## src/cache_params.svh

```systemverilog
`ifndef CACHE_PARAMS_SVH
`define CACHE_PARAMS_SVH

// byte address width
`define ADDR_BITS 16

// data word width
`define WORD_BITS 32

// line size in bytes, four words
`define LINE_BYTES 16

// capacity in bytes, 16 lines in all
`define CACHE_BYTES 256

// associativity, must be a power of two for the plru tree
`define CACHE_WAYS 4

`define MEM_LATENCY 4  // cycles per backing memory access

`define FIFO_DEPTH 4  // entries per buffer

`endif
```

## src/req_fifo.sv

```systemverilog
`timescale 1ns/1ns
`include "cache_params.svh"

module req_fifo #(
  parameter type payload_t = logic,
  parameter int  DEPTH     = `FIFO_DEPTH
) (
  input  logic     clk_in,
  input  logic     rst_N_in,
  input  logic     push,
  input  payload_t push_data,
  output logic     full,
  input  logic     pop,
  output payload_t pop_data,
  output logic     empty
);

  localparam int PTR_BITS = (DEPTH > 1) ? $clog2(DEPTH) : 1;
  localparam int CNT_BITS = $clog2(DEPTH + 1);

  payload_t            slots [DEPTH];  // circular storage
  logic [PTR_BITS-1:0] wr_ptr_q;
  logic [PTR_BITS-1:0] rd_ptr_q;
  logic [CNT_BITS-1:0] count_q;  // occupancy
  logic                do_push;
  logic                do_pop;

  // wrap at DEPTH, which need not be a power of two
  function automatic logic [PTR_BITS-1:0] next_ptr(input logic [PTR_BITS-1:0] ptr);
    return (ptr == PTR_BITS'(DEPTH - 1)) ? '0 : ptr + 1'b1;
  endfunction

  assign full     = (count_q == CNT_BITS'(DEPTH));
  assign empty    = (count_q == '0);
  assign do_push  = push && !full;  // push into a full buffer is dropped
  assign do_pop   = pop && !empty;  // pop on empty does nothing
  assign pop_data = slots[rd_ptr_q];  // head shows the cycle after the push

  always_ff @(posedge clk_in) begin
    if (!rst_N_in) begin
      wr_ptr_q <= '0;
      rd_ptr_q <= '0;
      count_q  <= '0;
    end else begin
      if (do_push) wr_ptr_q <= next_ptr(wr_ptr_q);
      if (do_pop) rd_ptr_q <= next_ptr(rd_ptr_q);
      case ({do_push, do_pop})
        2'b10:   count_q <= count_q + 1'b1;
        2'b01:   count_q <= count_q - 1'b1;
        default: count_q <= count_q;  // both or neither
      endcase
    end
  end

  always_ff @(posedge clk_in) begin
    if (do_push) begin
      slots[wr_ptr_q] <= push_data;
    end
  end

endmodule

```

## config.mk

```make
export PLATFORM = sky130hd
export DESIGN_NAME = req_fifo
export DESIGN_NICKNAME = d
export VERILOG_FILES = /design/src/req_fifo.sv
export VERILOG_INCLUDE_DIRS = /design/src /design/src/src
export SDC_FILE = /design/constraint.sdc
export NUM_CORES = 1
export LEC_CHECK = 0
export BUFFER_PORTS_ARGS = -buffer_cell sky130_fd_sc_hd__buf_2
export CORE_MARGIN = 1
export CORE_UTILIZATION = 44
export DETAILED_ROUTE_END_ITERATION = 10
export PLACE_DENSITY = 0.75
export SYNTH_ARGS = -nofsm -noshare
export SYNTH_HDL_FRONTEND = slang
export SYNTH_SLANG_ARGS = --single-unit
```

## constraint.sdc

```tcl
create_clock -name clk_in -period 6.17 [get_ports clk_in]
set_clock_uncertainty 0.2 [all_clocks]
set_input_delay 0 -clock clk_in [delete_from_list [all_inputs] [get_ports clk_in]]
set_output_delay 0 -clock clk_in [all_outputs]
set_load 0.01 [all_outputs]
```

==> results by group <==
Layout
  • Multi-input combinational cell area: 301.5 um^2
  • Area Overhead vs Synth: 19.06%
  • FF+latch area: 300.3 um^2
  • Share of cells above drive strength 1: 0.1600
  • Diodes inserted: 0
  • Nets: 88
  • Fill cells: 119

Global routing
  • GR Overflow Total: 0
  • Overall Global Routing Usage: 0.1579
  • Antenna violations before repair: 0
  • Vias in the first global route: 390
  • Pin count of the biggest net entering global routing: 12
  • First-pass GRT wire length: 1.545 mm

Die
  • Die Ht: 40.05 um
  • Core area: 1318 um^2
  • Floorplan row count: 13
  • Die width: 40.05 um
  • Die area: 1604 um^2
  • Io pins: 8
  • Initial core utilization: 0.4834

Logic synthesis
  • Post-synth top area share: 0.2829
  • Net count after synthesis: 73
  • Syn Area/Cell: 10.44 um^2
  • Sequential area share after synthesis: 0.4715
  • Synth area leaders: dfxtp_1 (28%), edfxtp_1 (19%), ha_1 (12%)
  • Synth warn: 0
  • Area leader, netlist: dfxtp_1
  • Number of synthesized register bits: 13
  • Netlist cell types: 22
  • Post-Syn Area: 636.9 um^2
  • Syn Inst Count: 61

Power
  • Pwr per Cell Area: 348.9 nW/um^2
  • P_int: 178.3 uW
  • VDD IR max: 0.1461 mV
  • Clock network fraction of design power: 0.195
  • P_sw: 86.25 uW
  • Part of the power in registers: 0.471
  • Pleak: 0.0003290 uW
  • Combinational Power Share: 0.334
  • Switching share of power: 0.3261

Critical path
  • Critical path data arrival time: 2.34 ns
  • R2R cell count: 9
  • CP max FO: 7
  • R2R Path Start: count_q[2]$_SDFFE_PN0P_
  • CP endpoint kind: flop
  • RR Endpoint: count_q[2]$_SDFFE_PN0P_
  • R2R setup slack: 3.84 ns
  • Critical path startpoint category: flop
  • Critical path type: reg2reg
  • WP data required: 6.17 ns

Hold path
  • Hold Path Class: in2reg
  • Hold_sp: push_data
  • Hold endpoint: slots[1]$_DFFE_PP_
  • Hold Path Stages: 2

Clock network
  • CTS buffer count: 3
  • Post-CTS Resized: 0
  • Post-CTS Setup Inserts: 0
  • Hold-fix buffers at CTS: 5
  • Worst skew pair latency: 0.27 ns
  • CTS tree: yes
  • Cell at the root of the clock tree: clkbuf_4
  • Worst-path clk slew: 0.07 ns
  • Clk buf depth: 2
  • Number of H-tree levels: 1
  • Clock sinks: 13

Route
  • Final ANT Viol Nets: 0
  • DR vias/cell: 5.000
  • Drt drc: 0
  • DRT Pass-1 Iters: 4
  • Vias: 450
  • Routed len/inst: 10.14 um
  • DRT iter0 DRCs: 4
  • DRT Wirelength: 913 um

Timing
  • Max-slew headroom: 0.6270
  • Max frequency: 428.5 MHz
  • Pins Over Slew Limit: 0
  • Hold Vio Cnt, Final: 0
  • Final min period: 2.334 ns
  • Fin Hold WS: 0.2765 ns
  • Sum Neg Setup Slack: 0 ns
  • Worst-Margin Slew: 0.5547 ns
  • Tcrit/Tclk final: 0.3782
  • RSZ-0062 raised after global routing: false
  • Final setup viols: 0

Status
  • Status: finished clean

Placement
  • Port Buffer Count: 7
  • Post-DP HPWL: 699.6 um
  • Gp weighted congestion: 0.7482

Run
  • MaxCap Viol Count: 0
==> layout by cell type (no fill, tap or decap), types with 3 or more instances in the layout <==
cell and count:
and2_1 6, buf_2 7, clkbuf_4 3, dfxtp_1 9, dlygate4sd3_1 5, edfxtp_1 4
ha_1 6, inv_1 7, nand2_1 7, o21ai_0 4
==> per-stage QoR <==
stage	setup slack (ns)	power [uW]	area, um^2	instances	util
2_1_floorplan	3.853	189.4	636.9	61	-
3_3_place_gp	3.897	207.5	681.9	81	0.5176
3_5_place_dp	3.828	212.8	681.9	81	0.5176
4_1_cts	3.823	269.8	758.2	90	0.5755
5_1_grt	3.695	287.4	758.2	90	0.5755
6_report	3.836	264.5	758.2	90	0.5755
==> synth_stat cells, drive strengths merged <==
library cell  count
o21ai             4
nor3b             1
clkbuf            1
nor3              1
or3               1
edfxtp            4
ha                6
nor2              2
buf               1
a21boi            1
dfxtp             9
nor2b             1
mux2i             2
and2              6
xnor2             1
o31ai             1
fa                1
mux4              1
inv               7
xor2              1
nand3             2
nand2             7
==> logic make-up after synthesis <==
logic type / share of synthesized area
multiplexers: 0.06680
adder cells (fa/ha/maj): 0.1493
AND/OR/NAND/NOR: 0.1749
buffers and inverters: 0.05500
XOR/XNOR: 0.02751
flip-flops: 0.4715
AO/OA/AOI/OAI: 0.05502
==> critical path: stages (launching register included) <==
cell and delay, ns:
dfxtp_1 0.38, nor3b_2 0.21, nor2b_1 0.14, inv_1 0.08, ha_1 0.18, inv_1 0.06
fa_1 0.38, xor2_1 0.16, or3_1 0.30, a21boi_0 0.16
==> worst max path at each step <==
| stage | from | to | slack [ns] | depth (start not counted) |
|---|---|---|---|---|
| 2_1_floorplan | count_q[0]$_SDFFE_PN0P_ | count_q[2]$_SDFFE_PN0P_ | 3.85 | 10 |
| 3_3_place_gp | count_q[2]$_SDFFE_PN0P_ | count_q[2]$_SDFFE_PN0P_ | 3.90 | 9 |
| 3_5_place_dp | count_q[0]$_SDFFE_PN0P_ | count_q[2]$_SDFFE_PN0P_ | 3.83 | 9 |
| 4_1_cts | count_q[0]$_SDFFE_PN0P_ | count_q[2]$_SDFFE_PN0P_ | 3.82 | 9 |
| 5_1_grt | count_q[0]$_SDFFE_PN0P_ | count_q[2]$_SDFFE_PN0P_ | 3.69 | 8 |
| 6_report | count_q[2]$_SDFFE_PN0P_ | count_q[2]$_SDFFE_PN0P_ | 3.84 | 9 |
==> metal layers <==
layer | global-route usage | share of wire
met5 | 0 | 0
met4 | 0.1207 | 0.024
met3 | 0.08889 | 0.047
met2 | 0.2460 | 0.49
met1 | 0.1533 | 0.44
==> power by group through the flow <==
stage                     Combinational, uW  Clock (uW)  Sequential (uW)
after floorplan                        66.7           0              123
after global placement                 82.1           0              125
after detailed placement               86.1           0              127
after CTS                              89.9        55.1              125
after global routing                    103        56.9              127
final                                  88.4        51.6              125
==> cell type report <==
type	count	share of cell area
flip-flops and latches	13	0.3960
inverters	7	0.03465
repair buffers	12	0.1122
clock buffers	4	0.03465
well taps	15	0.02475
multi-input cells	39	0.3977
Note: power is estimated with default switching activity, not from simulation.
